--- src/source/x86_exec_pkg.sv ---
// Shared types for the execute-stage flag slice
// Data word, shift count, operation code, flag set and request/response structs
// Also the EFLAGS bit positions used when flags are packed into the 32-bit word

package x86_exec_pkg;

	// --------------------
	// Width types
	// --------------------

	// Operand, result and EFLAGS word
	typedef logic [31:0] word_t;

	// Masked shift count from the low bits of b
	typedef logic [4:0] shift_count_t;

	// --------------------
	// Operation select
	// --------------------

	typedef enum logic [1:0] {
		OP_INC = 2'd0,
		OP_SAL = 2'd1,
		OP_SAR = 2'd2
	} exec_op_t;

	// --------------------
	// Flag set
	// --------------------

	// Computed flags and the decode overwrite mask share this layout
	typedef struct packed {
		logic of;
		logic df;
		logic sf;
		logic zf;
		logic af;
		logic pf;
		logic cf;
	} flag_bits_t;

	// One request from decode, 73 bits
	typedef struct packed {
		exec_op_t   op;
		word_t      a;
		word_t      b;
		flag_bits_t flag_mask;
	} exec_req_t;

	// Registered result plus merged EFLAGS, 64 bits
	typedef struct packed {
		word_t result;
		word_t eflags;
	} exec_rsp_t;

	// --------------------
	// EFLAGS layout
	// --------------------

	localparam int unsigned CF_BIT = 0;
	localparam int unsigned PF_BIT = 2;
	localparam int unsigned AF_BIT = 4;
	localparam int unsigned ZF_BIT = 6;
	localparam int unsigned SF_BIT = 7;
	localparam int unsigned DF_BIT = 10;
	localparam int unsigned OF_BIT = 11;

	// Reserved bit that always reads 1
	localparam int unsigned EFLAGS_FIXED_ONE = 1;

endpackage
--- src/source/eflags_merge.sv ---
// Architectural EFLAGS register with a per-flag overwrite mask
// Masked flags are scattered into their bit positions, the rest keep old values

`timescale 1ns/1ns

module eflags_merge #(
	parameter x86_exec_pkg::word_t RESET_EFLAGS = 32'd1 << x86_exec_pkg::EFLAGS_FIXED_ONE
) (
	input  logic                     clk,
	input  logic                     rst_n,
	input  logic                     update,
	input  x86_exec_pkg::flag_bits_t new_flags,
	input  x86_exec_pkg::flag_bits_t flag_mask,
	output x86_exec_pkg::word_t      eflags
);

	// Current and next EFLAGS value
	x86_exec_pkg::word_t eflags_q;
	x86_exec_pkg::word_t eflags_d;

	// Take the new bit where the mask is set, else hold the old one
	function automatic logic pick(input logic sel, input logic new_bit, input logic old_bit);
		pick = sel ? new_bit : old_bit;
	endfunction

	// --------------------
	// Merge
	// --------------------

	always_comb begin
		// Undefined bits read 0
		eflags_d = '0;
		eflags_d[x86_exec_pkg::EFLAGS_FIXED_ONE] = 1'b1;

		eflags_d[x86_exec_pkg::CF_BIT] =
			pick(flag_mask.cf, new_flags.cf, eflags_q[x86_exec_pkg::CF_BIT]);
		eflags_d[x86_exec_pkg::PF_BIT] =
			pick(flag_mask.pf, new_flags.pf, eflags_q[x86_exec_pkg::PF_BIT]);
		eflags_d[x86_exec_pkg::AF_BIT] =
			pick(flag_mask.af, new_flags.af, eflags_q[x86_exec_pkg::AF_BIT]);
		eflags_d[x86_exec_pkg::ZF_BIT] =
			pick(flag_mask.zf, new_flags.zf, eflags_q[x86_exec_pkg::ZF_BIT]);
		eflags_d[x86_exec_pkg::SF_BIT] =
			pick(flag_mask.sf, new_flags.sf, eflags_q[x86_exec_pkg::SF_BIT]);
		eflags_d[x86_exec_pkg::DF_BIT] =
			pick(flag_mask.df, new_flags.df, eflags_q[x86_exec_pkg::DF_BIT]);
		eflags_d[x86_exec_pkg::OF_BIT] =
			pick(flag_mask.of, new_flags.of, eflags_q[x86_exec_pkg::OF_BIT]);
	end

	// Register only moves on an issued operation
	always_ff @(posedge clk) begin
		if (!rst_n) begin
			eflags_q <= RESET_EFLAGS;
		end else if (update) begin
			eflags_q <= eflags_d;
		end
	end

	assign eflags = eflags_q;

	// Reserved bit 1 holds across reset release and every later update
	a_fixed_one: assert property (
		@(posedge clk) rst_n |-> eflags_q[x86_exec_pkg::EFLAGS_FIXED_ONE]
	);

endmodule

--- src/source/exec_flags_unit.sv ---
// Execute-stage slice with INC, SAL and SAR plus EFLAGS merge
// One request per in_valid strobe, result and EFLAGS appear one cycle later

`timescale 1ns/1ns

module exec_flags_unit #(
	parameter x86_exec_pkg::word_t RESET_EFLAGS = 32'd1 << x86_exec_pkg::EFLAGS_FIXED_ONE
) (
	input  logic                    clk,
	input  logic                    rst_n,
	input  logic                    in_valid,
	input  x86_exec_pkg::exec_req_t req,
	output logic                    out_valid,
	output x86_exec_pkg::exec_rsp_t rsp
);

	// Per-unit results and flags
	x86_exec_pkg::word_t      inc_result;
	x86_exec_pkg::flag_bits_t inc_flags;
	x86_exec_pkg::word_t      sal_result;
	x86_exec_pkg::flag_bits_t sal_flags;
	x86_exec_pkg::word_t      sar_result;
	x86_exec_pkg::flag_bits_t sar_flags;

	// Unit picked by the op code
	x86_exec_pkg::word_t      sel_result;
	x86_exec_pkg::flag_bits_t sel_flags;

	// Registered result and strobe
	x86_exec_pkg::word_t result_q;
	logic                valid_q;

	// EFLAGS straight from the merge register
	x86_exec_pkg::word_t merged_eflags;

	// --------------------
	// Functional units
	// --------------------

	// Operands fan out to all three units in parallel
	inc_by_1_w_flags inc_by_1_w_flags_inst (
		.a         (req.a),
		.sum       (inc_result),
		.carry_out (),
		.flags     (inc_flags)
	);

	// Shift count is the low 5 bits of b
	shift_arith_left_w_flags shift_arith_left_w_flags_inst (
		.a          (req.a),
		.count      (req.b[4:0]),
		.sal_result (sal_result),
		.carry_out  (),
		.flags      (sal_flags)
	);

	shift_arith_right_w_flags shift_arith_right_w_flags_inst (
		.a          (req.a),
		.count      (req.b[4:0]),
		.sar_result (sar_result),
		.carry_out  (),
		.flags      (sar_flags)
	);

	// Result and flag mux
	always_comb begin
		case (req.op)
			x86_exec_pkg::OP_SAL: begin
				sel_result = sal_result;
				sel_flags  = sal_flags;
			end
			x86_exec_pkg::OP_SAR: begin
				sel_result = sar_result;
				sel_flags  = sar_flags;
			end
			default: begin
				sel_result = inc_result;
				sel_flags  = inc_flags;
			end
		endcase
	end

	// --------------------
	// Flag merge and output stage
	// --------------------

	// EFLAGS updates on the same edge as the result register
	eflags_merge #(
		.RESET_EFLAGS (RESET_EFLAGS)
	) eflags_merge_inst (
		.clk       (clk),
		.rst_n     (rst_n),
		.update    (in_valid),
		.new_flags (sel_flags),
		.flag_mask (req.flag_mask),
		.eflags    (merged_eflags)
	);

	always_ff @(posedge clk) begin
		if (!rst_n) begin
			valid_q <= 1'b0;
		end else begin
			valid_q <= in_valid;
		end
	end

	// Result payload captured on each strobe
	always_ff @(posedge clk) begin
		if (in_valid) begin
			result_q <= sel_result;
		end
	end

	assign out_valid = valid_q;

	always_comb begin
		rsp.result = result_q;
		rsp.eflags = merged_eflags;
	end

	// Decode never issues an encoding outside the three units
	a_legal_op: assert property (
		@(posedge clk) disable iff (!rst_n)
		in_valid |-> (req.op inside {x86_exec_pkg::OP_INC, x86_exec_pkg::OP_SAL,
			x86_exec_pkg::OP_SAR})
	);

	// Fixed one-cycle latency, no bubbles and no extra strobes
	a_valid_follows: assert property (
		@(posedge clk) disable iff (!rst_n)
		in_valid |=> out_valid
	);

	a_no_spurious_valid: assert property (
		@(posedge clk) disable iff (!rst_n)
		!in_valid |=> !out_valid
	);

endmodule

--- src/source/flag_logic.sv ---
// Common status flag logic for the flag-producing units
// Derives OF, SF, ZF and PF from a result and passes CF and AF through
// Output ordering matches the EFLAGS bit order from OF down to CF

`timescale 1ns/1ns

module flag_logic (
	input  x86_exec_pkg::word_t      result,
	input  logic                     a_sign,
	input  logic                     carry,
	input  logic                     aux,
	input  logic                     of_sel,
	input  logic                     carry_en,
	output x86_exec_pkg::flag_bits_t flags
);

	// Sign of the result drives SF and both OF forms
	logic res_sign;

	// OF when the operand sign flips through the operation
	logic of_sign_change;

	// OF as carry into the MSB xor carry out of the MSB
	logic of_carry_xor;

	assign res_sign = result[31];

	assign of_sign_change = a_sign ^ res_sign;

	// Carry into bit 31 is a ^ b ^ r at the MSB, b sign is 0 for INC
	assign of_carry_xor = carry ^ a_sign ^ res_sign;

	// --------------------
	// Flag assembly
	// --------------------

	always_comb begin
		// of_sel high picks the sign-change form
		flags.of = of_sel ? of_sign_change : of_carry_xor;

		// Direction flag never set by these units
		flags.df = 1'b0;

		flags.sf = res_sign;
		flags.zf = (result == '0);

		// Auxiliary carry supplied by the unit
		flags.af = aux;

		// Even parity over the low byte only
		flags.pf = ~^result[7:0];

		// CF suppressed for INC, decode mask keeps the old value
		flags.cf = carry_en & carry;
	end

endmodule

--- src/source/inc_by_1_w_flags.sv ---
// Increment by one with status flags
// Nibble carry chain gives the sum, the carry out and the AF carry from bit 3

`timescale 1ns/1ns

module inc_by_1_w_flags (
	input  x86_exec_pkg::word_t      a,
	output x86_exec_pkg::word_t      sum,
	output logic                     carry_out,
	output x86_exec_pkg::flag_bits_t flags
);

	// Carry out of each 4-bit group
	logic [7:0] nib_cout;

	// Ripple across nibbles, carry in of nibble 0 is the +1
	always_comb begin
		logic chain;
		chain = 1'b1;
		for (int i = 0; i < 8; i++) begin
			{nib_cout[i], sum[4*i +: 4]} = {1'b0, a[4*i +: 4]} + {4'b0000, chain};
			chain = nib_cout[i];
		end
	end

	// Carry out of bit 31, set only for all-ones input
	assign carry_out = nib_cout[7];

	// OF via carry xor, CF held at 0 for INC
	flag_logic flag_logic_inst (
		.result   (sum),
		.a_sign   (a[31]),
		.carry    (carry_out),
		.aux      (nib_cout[0]),
		.of_sel   (1'b0),
		.carry_en (1'b0),
		.flags    (flags)
	);

endmodule

--- src/source/shift_arith_left_w_flags.sv ---
// Arithmetic shift left by a 5-bit count with status flags
// Last bit shifted out becomes CF, a zero count leaves a and gives CF 0

`timescale 1ns/1ns

module shift_arith_left_w_flags (
	input  x86_exec_pkg::word_t        a,
	input  x86_exec_pkg::shift_count_t count,
	output x86_exec_pkg::word_t        sal_result,
	output logic                       carry_out,
	output x86_exec_pkg::flag_bits_t   flags
);

	// --------------------
	// Shifter
	// --------------------

	// Extra bit above the MSB catches the last bit shifted out
	logic [32:0] shift_ext;

	assign shift_ext = {1'b0, a} << count;

	assign sal_result = shift_ext[31:0];

	// Bit 32 is a[32-n], and stays 0 when count is 0
	assign carry_out = shift_ext[32];

	// --------------------
	// Flags
	// --------------------

	// OF as sign change, only kept by decode for a count of 1
	// AF undefined after a shift, reported as 0
	flag_logic flag_logic_inst (
		.result   (sal_result),
		.a_sign   (a[31]),
		.carry    (carry_out),
		.aux      (1'b0),
		.of_sel   (1'b1),
		.carry_en (1'b1),
		.flags    (flags)
	);

endmodule

--- src/source/shift_arith_right_w_flags.sv ---
// Arithmetic shift right by a 5-bit count with status flags
// Sign bit is replicated, the last bit shifted out becomes CF

`timescale 1ns/1ns

module shift_arith_right_w_flags (
	input  x86_exec_pkg::word_t        a,
	input  x86_exec_pkg::shift_count_t count,
	output x86_exec_pkg::word_t        sar_result,
	output logic                       carry_out,
	output x86_exec_pkg::flag_bits_t   flags
);

	// --------------------
	// Shifter
	// --------------------

	// Guard bit below the LSB catches the last bit shifted out
	logic signed [32:0] shift_ext;

	assign shift_ext = $signed({a, 1'b0}) >>> count;

	assign sar_result = shift_ext[32:1];

	// Guard bit is a[n-1], and stays 0 when count is 0
	assign carry_out = shift_ext[0];

	// --------------------
	// Flags
	// --------------------

	// Sign never changes under SAR so the sign-change OF is always 0
	// AF undefined after a shift, reported as 0
	flag_logic flag_logic_inst (
		.result   (sar_result),
		.a_sign   (a[31]),
		.carry    (carry_out),
		.aux      (1'b0),
		.of_sel   (1'b1),
		.carry_en (1'b1),
		.flags    (flags)
	);

endmodule

--- config.mk ---
export PLATFORM = sky130hd
export DESIGN_NAME = exec_flags_unit
export DESIGN_NICKNAME = d
export VERILOG_FILES = /design/src/source/x86_exec_pkg.sv /design/src/source/eflags_merge.sv /design/src/source/exec_flags_unit.sv /design/src/source/flag_logic.sv /design/src/source/inc_by_1_w_flags.sv /design/src/source/shift_arith_left_w_flags.sv /design/src/source/shift_arith_right_w_flags.sv
export SDC_FILE = /design/constraint.sdc
export NUM_CORES = 1
export LEC_CHECK = 0
export BUFFER_PORTS_ARGS = -buffer_cell sky130_fd_sc_hd__buf_2
export CAP_MARGIN = 20
export CORE_UTILIZATION = 53
export DETAILED_ROUTE_END_ITERATION = 10
export PLACE_DENSITY = 0.85
export SLEW_MARGIN = 20
export SYNTH_ARGS = -nofsm -noshare
export SYNTH_HDL_FRONTEND = slang
export SYNTH_HIERARCHICAL = 1
export SYNTH_SLANG_ARGS = --single-unit
--- constraint.sdc ---
create_clock -name clk -period 5.3 [get_ports clk]
set_clock_uncertainty 0.2 [all_clocks]
set_input_delay 0.265 -clock clk [delete_from_list [all_inputs] [get_ports clk]]
set_output_delay 0.265 -clock clk [all_outputs]
set_load 0.01 [all_outputs]
==> Word-level counts from Yosys, hierarchy flattened <==
Cells that the tools add are included.
{ "totals": {"inputBits": 76, "elab_cells": 40, "ff_bits": 40} }
{ "op_classes": {"n_mux": 2, "bitwise": 4, "shift": 2, "add_sub_neg": 8, "n_eq_ne": 2, "reduce_logical": 13} }
{ "ops": {"columns": ["cell", "n"], "rows": [
  ["32-bit zero test", 3],
  ["32-bit one-hot mux with 2 select lines", 1],
  ["4-bit by 1-bit adder with 5-bit output", 7],
  ["32-bit by 5-bit << shifter with 33-bit output", 1],
  ["33-bit by 5-bit >>> shifter with 33-bit output", 1],
  ["8-bit XNOR reduction", 3],
  ["7-bit one-hot mux with 2 select lines", 1],
  ["2-bit AND reduction", 7],
  ["4-bit by 1-bit adder with 5-bit output, second input constant", 1],
  ["1-bit bitwise XOR", 4],
  ["2-bit by 1-bit equality test with 1-bit output, second input constant", 1],
  ["2-bit equality test, second input constant", 1]
]} }

==> Longest topological paths before layout <==
Gate-level depths: netlist (run 1).
{ "depth": {"depth_word": 11, "mapped_depth": 30} }

==> Modules after synthesis <==
Netlist (run 1), hierarchy kept.
{ "modules_own_cells": {"columns": ["module", "n_inst", "seq_area_each_um2", "cells_per_inst", "area_per_inst_um2"], "rows": [
  ["shift_arith_right_w_flags", 1, 0.0, 264, 2436.1],
  ["shift_arith_left_w_flags", 1, 0.0, 202, 1873.0],
  ["exec_flags_unit", 1, 980.9, 172, 1870.5],
  ["flag_logic", 3, 0.0, 34, 230.2],
  ["eflags_merge", 1, 140.1, 63, 495.5],
  ["inc_by_1_w_flags", 1, 0.0, 49, 426.7]
]} }

==> Least setup slack after synthesis (run 1) <==
Ideal clock, no wire load.
{ "synth_path": {"path_type": "input to register", "from": "in req[39] (netlist bit)", "to": "reg eflags_merge_inst.eflags_q[6], in the netlist eflags_merge_inst/eflags[6]", "setup_time_ps": 72, "path_slack_ps": -144, "path_stages": 30, "arrival_time_ps": 5172, "cell_sequence": "ha_1 and3_1 ha_1 ha_1 and3_1 ha_1 ha_1 and3_1 ha_1 ha_1 and3_1 ha_1 ha_1 and3_1 ha_1 ha_1 and3_2 ha_1 ha_1 and3_1 ha_1 nand3_1 xnor2_1 and4bb_2 nand4_1 nor3_1 nand2_1 o21ai_0 nand2_1 mux2i_1"} }
{ "synth_lines": {"columns": ["element", "line", "source"], "rows": [
  ["start, declared", "exec_flags_unit.sv:12", "input x86_exec_pkg::exec_req_t req,"],
  ["end signal, assigned", "eflags_merge.sv:56", "eflags_q <= eflags_d;"],
  ["end, declared", "eflags_merge.sv:18", "x86_exec_pkg::word_t eflags_q;"]
]} }

==> run metrics, run 1 <==
floorplan row count=between 40 and 50; synthesized instance count=approximately 850; register area share after synthesis=14.4%; hold_sp=req[0]; Initial Util=55.3%; max capacitance violation total=0; Detailed Routing Iterations Pass 1=5; first-pass GRT wire length=42300 um; gp weighted congestion=1.02; clock share of power=21.5%; ANT cells=0; die area=0.0152 mm^2; clock tree sinks=40; syn avg cell area=about 9.1 um^2; Setup crit end=eflags_merge_inst/eflags[6]$_SDFFE_PN0P_; y dimension of the die=123 um; internal cell power=0.909 mW; Slew Viols, Final=0; commonest cells after routing, fill and taps aside=109 x nand2_1, 86 x buf_2, 72 x mux2i_1; layout cell share with drive strength beyond 1=29.8%; pwr dens=183 mW/mm^2; drt initial violations=1122; Fin. Hold Viols=0; Top FF cell, synth=edfxtp_1; maximum fanout along the worst path=2; Routed Antenna Nets=0; # IOs=141; Placed Area=0.00815 mm^2; Worst Setup SP=req[39]; number of buffers created by CTS=5; clk_lat worst skew=0.28 ns; Seq pwr share=24.7%; area growth from synthesis to layout=9.39%; Crit-path slowest cell=and4bb_2; Critical Path End Type=flip-flop; setup violators final=0; fmax=approximately 190 MHz; routed len/inst=about 26 um; clk root buf=clkbuf_16; Final #Nets=1016; Min-Delay Path Class=in2reg; Fillers=1223; htree depth=2; commonest non-fill, non-tap cell in the layout=nand2_1; Worst R2R Path Depth=2; Die W=123 um; gr ovfl total=0; worst reg2reg path startpoint=eflags_merge_inst/eflags[6]$_SDFFE_PN0P_; Seq cells post-synth=40; Gate power share=around 54%; I/O Buffers=88; sw power=0.653 mW; finished layout cell area=0.00852 mm^2; CP Data Required Time=about 5.3 ns; Net Sw Frac=41.8%; Total GRT Usage=37.9%; critical path class=in2reg; Critical Path Max Stage Delay=0.31 ns; Syn Std Cell Area=0.00779 mm^2; R2R Path End=eflags_merge_inst/eflags[6]$_SDFFE_PN0P_; DR vias/cell=7.12; largest net degree at the start of global routing=46; clk buf depth=2; Final min period=between 5 and 6 ns; Post-DP HPWL=21100 um; critical path data arrival time=5.22 ns; initial antenna violation count=0; Yosys Warn Count=6; Hold WS=0.0487 ns; share of synthesized flip-flops with an asynchronous set or reset=0%; unique cell type count in the Yosys netlist=81; outcome=finished, final reports clean; period utilization=98.3%; Core Box Area=0.0141 mm^2; vias in the first global route=7014; Vias=7774; Peak supply drop=0.139 mV; Crit path top cell by count=ha_4; pre-CTS worst setup slack=-0.480 ns; Clk pin slew, worst setup/hold paths=~0.060 ns; Post-synth EDFFs=32; Final WS setup=0.0910 ns; Startpoint Class=primary input; Slew headroom=a little under a third; Leak=3.41 nW; worst slew pin tran=1.02 ns; Tot Pwr=1.56 mW; r2r setup slk=approximately 4.5 ns; WL final=28800 um; DRC Markers=0; CTS tree=done
[sequential cells by signal, summed over array words and instances (netlist names)]
signal and cells:
eflags_merge_inst/eflags 7, out_valid 1, result_q 32
[cell type report]
cell class / instances / area [um^2] / area share (%)
Multi-Input combinational cell: 704 / 6150 / 72.1
Clock buffer: 6 / 150 / 1.76
Timing Repair Buffer: 128 / 746 / 8.75
Inverter: 32 / 120 / 1.41
Clock inverter: 2 / 15.0 / 0.176
Sequential cell: 40 / 1120 / 13.2
Tap cell: 180 / 225 / 2.64
[how the worst min path moves through the flow]
stage / endpoint / depth (start not counted)
2_1_floorplan: result_q[0]$_DFFE_PP_ / 0
4_1_cts: eflags_merge_inst/eflags[0]$_SDFFE_PN0P_ / 3
3_3_place_gp: eflags_merge_inst/eflags[7]$_SDFFE_PN0P_ / 2
3_5_place_dp: eflags_merge_inst/eflags[4]$_SDFFE_PN0P_ / 2
6_report: eflags_merge_inst/eflags[0]$_SDFFE_PN0P_ / 3
5_1_grt: eflags_merge_inst/eflags[0]$_SDFFE_PN0P_ / 3
[repair_timing]
item / CTS / global route
resized for setup: 17 / 12
buffers inserted: 2 / 2
pin swaps: 3 / 4
endpoints found under the setup margin: 2 / 2
hold buffers: 0 / 0
gates cloned: 0 / 0
[routing by layer]
metal / global-route usage [%] / wire length, um
met5: 0 / 0
met2: 62.3 / 13400
met1: 49.5 / 10900
met3: 6.50 / 3270
met4: 14.6 / 1260
[power by group through the flow]
| stage | clock (mW) | sequential [mW] | combinational, mW |
|---|---|---|---|
| 6_report | 0.336 | 0.386 | 0.840 |
| 5_1_grt | 0.348 | 0.390 | 0.879 |
| 4_1_cts | 0.337 | 0.386 | 0.804 |
| 3_5_place_dp | 0 | 0.393 | 0.797 |
| 3_3_place_gp | 0 | 0.392 | 0.791 |
| 2_1_floorplan | 0 | 0.410 | 0.540 |
[Yosys cell counts (all sizes together) (3+ instances only)]
cell type  number  area (um^2)
nor2b           6         37.5
a22oi          50          425
nand3          17         85.1
inv            31          116
nor3            7         35.0
ha             29          363
buf            85          643
clkbuf         17         63.8
o221ai          7         67.6
o22ai          13         81.3
or2             5         31.3
nor2           35          131
a211oi          5         37.5
o21a            4         30.0
xor2            8         70.1
a21oi          10         50.1
a311oi          3         26.3
o31ai           3         22.5
a21o            4         30.0
nand2         109          409
and3            9         57.6
a21boi          3         22.5
o21ai          58          328
nand2b         10         62.6
edfxtp         32          961
mux2           29          334
nor3b           6         45.0
nand4           3         18.8
mux2i          72          721
a2bb2oi         4         35.0
o211ai          4         30.0
mux4           62         1450
xnor2          23          201
a32oi           6         52.6
a221oi          6         58.8
and2           10         62.6
nor4           16          100
conb           10         37.5
and4bb          3         37.5
dfxtp           8          160
o2111ai         4         35.0
[cell families after synthesis]
logic type,after synthesis,synth area share [%]
DFF,40,14.4
AOI/OAI and AO/OA,202,19.2
other,10,0.482
xor gates and xnor gates,31,3.48
buffers and inverters,134,10.6
adders and majority gates,29,4.66
and+or+nand+nor,243,15.1
muxes,163,32.1
[metrics by stage]
step / instances / util (%) / TNS, ns
5_1_grt: 1092 / 60.5 / -0.0410
4_1_cts: 1090 / 59.6 / 0
3_3_place_gp: 1080 / 57.8 / -0.476
2_1_floorplan: 878 / - / 0
3_5_place_dp: 1080 / 57.8 / -0.970
6_report: 1092 / 60.5 / 0
[critical path: cells and delay by family]
family                   cells  cell delay, ns
AO/OA/AOI/OAI                1            0.11
XOR/XNOR                     1            0.07
adder cells (fa/ha/maj)     14            2.31
buffers and inverters        2            0.25
multiplexers                 1            0.13
AND/OR/NAND/NOR             13            2.08
Power figures use the tool's default switching activity.
==> inputs of run 2 (changes only) <==
--- a/config.mk
+++ b/config.mk
@@ -9,7 +9,7 @@
 export CAP_MARGIN = 20
 export CORE_UTILIZATION = 53
 export DETAILED_ROUTE_END_ITERATION = 10
-export PLACE_DENSITY = 0.85
+export PLACE_DENSITY_LB_ADDON = 0.05
 export SLEW_MARGIN = 20
 export SYNTH_ARGS = -nofsm -noshare
 export SYNTH_HDL_FRONTEND = slang
==> run metrics, run 2 (synthesis gave the netlist of run 1 again) <==
outcome=finished, final reports clean; htree depth=2 (unchanged); I/O Buffers=88 (unchanged); clk_lat worst skew=0.28 ns (about the same); cell count of the worst hold path=3 (unchanged); max capacitance violation total=0 (unchanged); Final #Nets=1022 (+0.59%); Reg with most FFs=result_q; worst slew pin tran=0.976 ns (-0.0429 ns); clk buf depth=2 (unchanged); Startpoint Class=primary input; Critical Path End Type=flip-flop; Worst Setup SP=req[40]; Fin. Hold Viols=0 (unchanged); Tot Pwr=1.55 mW (-1.0%); routed len/inst=27.6 um (+4.6%); Die W=123 um (unchanged); Clk pin slew, worst setup/hold paths=0.06 ns (about the same); finished layout cell area=0.00856 mm^2 (+0.38%); Crit-path slowest cell=and3_4; R2R Path End=eflags_merge_inst/eflags[6]$_SDFFE_PN0P_; Slew headroom=34.9% (+3.4 points); commonest cells after routing, fill and taps aside=109 x nand2_1, 85 x buf_2, 72 x mux2i_1; Crit path top cell by count=ha_4; Slew Viols, Final=0 (unchanged); Total GRT Usage=39.4% (+1.6 points); die area=0.0152 mm^2 (unchanged); pre-CTS worst setup slack=-0.562 ns (-0.0814 ns); commonest non-fill, non-tap cell in the layout=nand2_1; worst reg2reg path startpoint=eflags_merge_inst/eflags[6]$_SDFFE_PN0P_; critical path buffer and inverter count=2 (unchanged); Final min period=5.19 ns (-0.0205 ns); pwr dens=181 mW/mm^2 (-1.4%); hold_sp=req[6]; critical path data arrival time=5.20 ns (-0.02 ns); maximum fanout along the worst path=2 (unchanged); Fillers=1196 (-2.2%); floorplan row count=43 (unchanged); y dimension of the die=123 um (unchanged); Worst R2R Path Depth=2 (unchanged); max FFs per register=32 (unchanged); CTS tree=done; Setup TNS=0 ns (unchanged); Peak supply drop=0.132 mV (-4.8%); Post-DP HPWL=22700 um (+7.4%); Core Box Area=0.0141 mm^2 (unchanged); Hold WS=0.0608 ns (+0.0121 ns); fmax=193 MHz (+0.39%); gp weighted congestion=1.08 (+5.7%); Detailed Routing Iterations Pass 1=7 (+2); Placed Area=0.00816 mm^2 (about the same); clk root buf=clkbuf_16; Critical Path Max Stage Delay=0.19 ns (-0.12 ns); first-pass GRT wire length=43600 um (+3.1%); period utilization=97.9% (-0.39 points); Vias=7937 (+2.1%); initial antenna violation count=1 (+1); DR vias/cell=7.22 (+1.4%); drt initial violations=967 (-14%); Min-Delay Path Class=in2reg; r2r setup slk=4.48 ns (-0.03 ns); CP Data Required Time=5.31 ns (about the same); gr ovfl total=0 (unchanged); # IOs=141 (unchanged); DRC Markers=0 (unchanged); layout cell share with drive strength beyond 1=30.1% (+0.24 points); number of buffers created by CTS=5 (unchanged); critical path class=in2reg; CP top delay family=adder cells; Final WS setup=0.111 ns (+0.0205 ns); Leak=3.44 nW (+0.87%); Routed Antenna Nets=0 (unchanged); setup violators final=0 (unchanged); WL final=30300 um (+5.3%); clock tree sinks=40 (unchanged); largest net degree at the start of global routing=73 (+59%); Hold Path End=eflags_merge_inst/eflags[11]$_SDFFE_PN0P_; vias in the first global route=7306 (+4.2%); area growth from synthesis to layout=9.81%; Initial Util=55.3% (unchanged)
-- run 2: worst register-to-register path: stages (launching register included) --
cell and delay, ns:
dfxtp_1 0.36, nand2_1 0.07, mux2i_1 0.12
-- run 2: stage by stage --
stage / cells / util [%]
after floorplan: 878 / -
after global placement: 1081 / 57.9
after detailed placement: 1081 / 57.9
after CTS: 1093 / 59.5
after global routing: 1098 / 60.7
final: 1099 / 60.7
-- run 2: metal layers --
layer | part of all wire [%] | vias up | GRT usage [%]
li1 | - | 3343 | -
met4 | 6.1 | 0 | 20.7
met2 | 47 | 597 | 65.6
met1 | 36 | 3873 | 49.2
met5 | 0 | - | 0
met3 | 10 | 124 | 6.00
-- run 2: worst max path at each step --
stage	slack [ns]	depth (start not counted)	end
final	0.11	32	eflags_merge_inst/eflags[6]$_SDFFE_PN0P_
after global routing	-0.04	32	eflags_merge_inst/eflags[6]$_SDFFE_PN0P_
after CTS	0.0005	31	eflags_merge_inst/eflags[6]$_SDFFE_PN0P_
after detailed placement	-0.56	31	eflags_merge_inst/eflags[6]$_SDFFE_PN0P_
after global placement	-0.36	31	eflags_merge_inst/eflags[6]$_SDFFE_PN0P_
after floorplan	0.007	30	eflags_merge_inst/eflags[6]$_SDFFE_PN0P_
-- run 2: power by group --
part           internal (mW)  leakage, nW  switching (mW)
clock                  0.188       0.0777           0.119
combinational          0.327         2.99           0.527
sequential             0.378        0.375         0.00788
-- run 2: repair_timing --
action,4_1_cts,5_1_grt
hold buffers,0,0
pin swaps,3,8
resized for setup,13,16
setup endpoints to repair,2,2
setup buffers,4,5
-- run 2: final cells by class --
class                   instances  area, um^2  area share [%]
clock inverters                 2        12.5           0.146
repair buffers                134         793            9.27
multi-input cells             704        6140            71.8
diodes                          1        2.50          0.0292
inverters                      32         120            1.40
well taps                     180         225            2.63
clock buffers                   6         139            1.62
flip-flops and latches         40        1120            13.1
==> inputs of run 3 (changes only) <==
==> constraint.sdc (replaced) <==
create_clock -name clk -period 5.3 [get_ports clk]
set_clock_uncertainty 0.2 [all_clocks]
set_input_delay 0.795 -clock clk [delete_from_list [all_inputs] [get_ports clk]]
set_output_delay 0.795 -clock clk [all_outputs]
set_load 0.01 [all_outputs]
==> run metrics, run 3 (synthesis gave the netlist of run 1 again) <==
worst slew pin tran=1.01 ns (+0.0374 ns); commonest cells after routing, fill and taps aside=109 x nand2_1, 84 x buf_2, 72 x mux2i_1; gr ovfl total=0 (unchanged); I/O Buffers=88 (unchanged); clock tree sinks=40 (unchanged); DR vias/cell=7.01 (-2.9%); hold_sp=eflags_merge_inst/eflags[7]$_SDFFE_PN0P_; Worst Setup SP=req[39]; layout cell share with drive strength beyond 1=30.8% (+0.70 points); Post-DP HPWL=22400 um (-1.3%); Total GRT Usage=39.4% (-0.056 points); Hold-fix buffers, CTS=0 (unchanged); Vias=7734 (-2.6%); critical path buffer and inverter count=1 (-1); htree depth=2 (unchanged); DRC Markers=0 (unchanged); first-pass GRT wire length=44100 um (+1.3%); Critical Path Max Stage Delay=0.26 ns (+0.07 ns); # IOs=141 (unchanged); drt initial violations=1028 (+6.3%); outcome=complete, but fails checks; Clk pin slew, worst setup/hold paths=0.06 ns (about the same); failing checks=negative setup slack; maximum fanout along the worst path=2 (unchanged); fmax=184 MHz (-4.4%); pwr dens=182 mW/mm^2 (+0.53%); commonest non-fill, non-tap cell in the layout=nand2_1; Min-Delay Path Class=reg2reg; max FFs per register=32 (unchanged); Fin. Hold Viols=0 (unchanged); Leak=3.48 nW (+1.2%); largest net degree at the start of global routing=52 (-29%); WL final=29400 um (-3.2%); Final #Nets=1027 (+0.49%); finished layout cell area=0.00868 mm^2 (+1.5%); setup violators final=1 (+1); critical path data arrival time=5.45 ns (+0.25 ns); Slew headroom=32.0% (-3.0 points); CP top delay family=adder cells; vias in the first global route=7325 (+0.26%); routed len/inst=26.6 um (-3.6%); clk buf depth=2 (unchanged); max capacitance violation total=0 (unchanged); Slew Viols, Final=0 (unchanged); Detailed Routing Iterations Pass 1=5 (-2); Placed Area=0.00841 mm^2 (+3.1%); Reg with most FFs=result_q; gp weighted congestion=1.01 (-6.2%); Crit path top cell by count=ha_4; RSZ-0062 raised after global routing=yes; clk_lat worst skew=0.28 ns (about the same); area growth from synthesis to layout=11.4%; Tot Pwr=1.58 mW (+2.0%); number of buffers created by CTS=5 (unchanged); Die W=123 um (unchanged); initial antenna violation count=0 (-1); worst reg2reg path startpoint=eflags_merge_inst/eflags[11]$_SDFFE_PN0P_; floorplan row count=43 (unchanged); CTS tree=done; Initial Util=55.3% (unchanged); ANT cells=0 (-1); Core Box Area=0.0141 mm^2 (unchanged); Crit-path slowest cell=nor4_1; period utilization=102% (+4.5 points); die area=0.0152 mm^2 (unchanged); Critical Path End Type=flip-flop; Routed Antenna Nets=0 (unchanged); Peak supply drop=0.114 mV (-14%); Startpoint Class=primary input; CP Data Required Time=5.32 ns (about the same); critical path class=in2reg; Final WS setup=-0.126 ns (-0.237 ns); y dimension of the die=123 um (unchanged); clk root buf=clkbuf_16; Final min period=5.43 ns (+0.237 ns)
run 3: cell count changes in the layout (fill, tap and decap cells not counted), moves of 2 or more:
cell	change
and3_1	-2
and3_4	+2
buf_4	+3
ha_2	-3
ha_4	+3
run 3: worst paths after layout:
path | depth (start not counted) | slack (ns) | to
max | 31 | -0.13 | eflags_merge_inst/eflags[6]$_SDFFE_PN0P_
min reg2reg | 2 | 0.27 | eflags_merge_inst/eflags[7]$_SDFFE_PN0P_
max reg2reg | 2 | 4.51 | eflags_merge_inst/eflags[11]$_SDFFE_PN0P_
min | 2 | 0.27 | eflags_merge_inst/eflags[7]$_SDFFE_PN0P_
run 3: where the power goes:
part           internal [mW]  switching [mW]  total (mW)
sequential             0.378         0.00836       0.386
clock                  0.205           0.129       0.334
combinational          0.335           0.521       0.856
total                  0.918           0.658        1.58
run 3: area by class of cell:
| type | instances | area (um^2) |
|---|---|---|
| tap | 180 | 225 |
| inverter | 32 | 120 |
| fill | 1234 | 5410 |
| sequential | 40 | 1120 |
| clock inverter | 2 | 15.0 |
| multi-input combinational | 704 | 6190 |
| clock buffer | 6 | 150 |
| timing repair buffer | 139 | 857 |
run 3: tightest hold or removal path, delay by kind of cell, from the launching register on:
family	cells	cell delay, ns
flip-flops	1	0.31
multiplexers	1	0.06
AND/OR/NAND/NOR	1	0.05
run 3: repair_timing:
item / 4_1_cts / 5_1_grt
gates resized for setup: 0 / 9
pin swaps: 0 / 9
buffers inserted: 0 / 7
setup endpoints to repair: 1 / 2
run 3: layer usage:
layer	track usage [%]	vias to the layer above	part of all wire [%]
met1	50.8	3769	38
met2	63.6	503	47
met3	6.27	104	9.5
met4	20.2	0	5.7
met5	0	-	0
li1	-	3358	-
run 3: through the flow:
step           setup slack (ns)  std cells  utilization [%]  TNS [ns]  hold WS [ns]
6_report                 -0.126       1103             61.6    -0.126         0.265
3_5_place_dp             -0.384       1088             59.7    -0.606         0.258
3_3_place_gp             -0.307       1088             59.7    -0.418         0.242
4_1_cts                 -0.0793       1096             60.9   -0.0793         0.267
5_1_grt                  -0.336       1103             61.6    -0.463         0.287
2_1_floorplan           0.00163        878                -         0         0.282
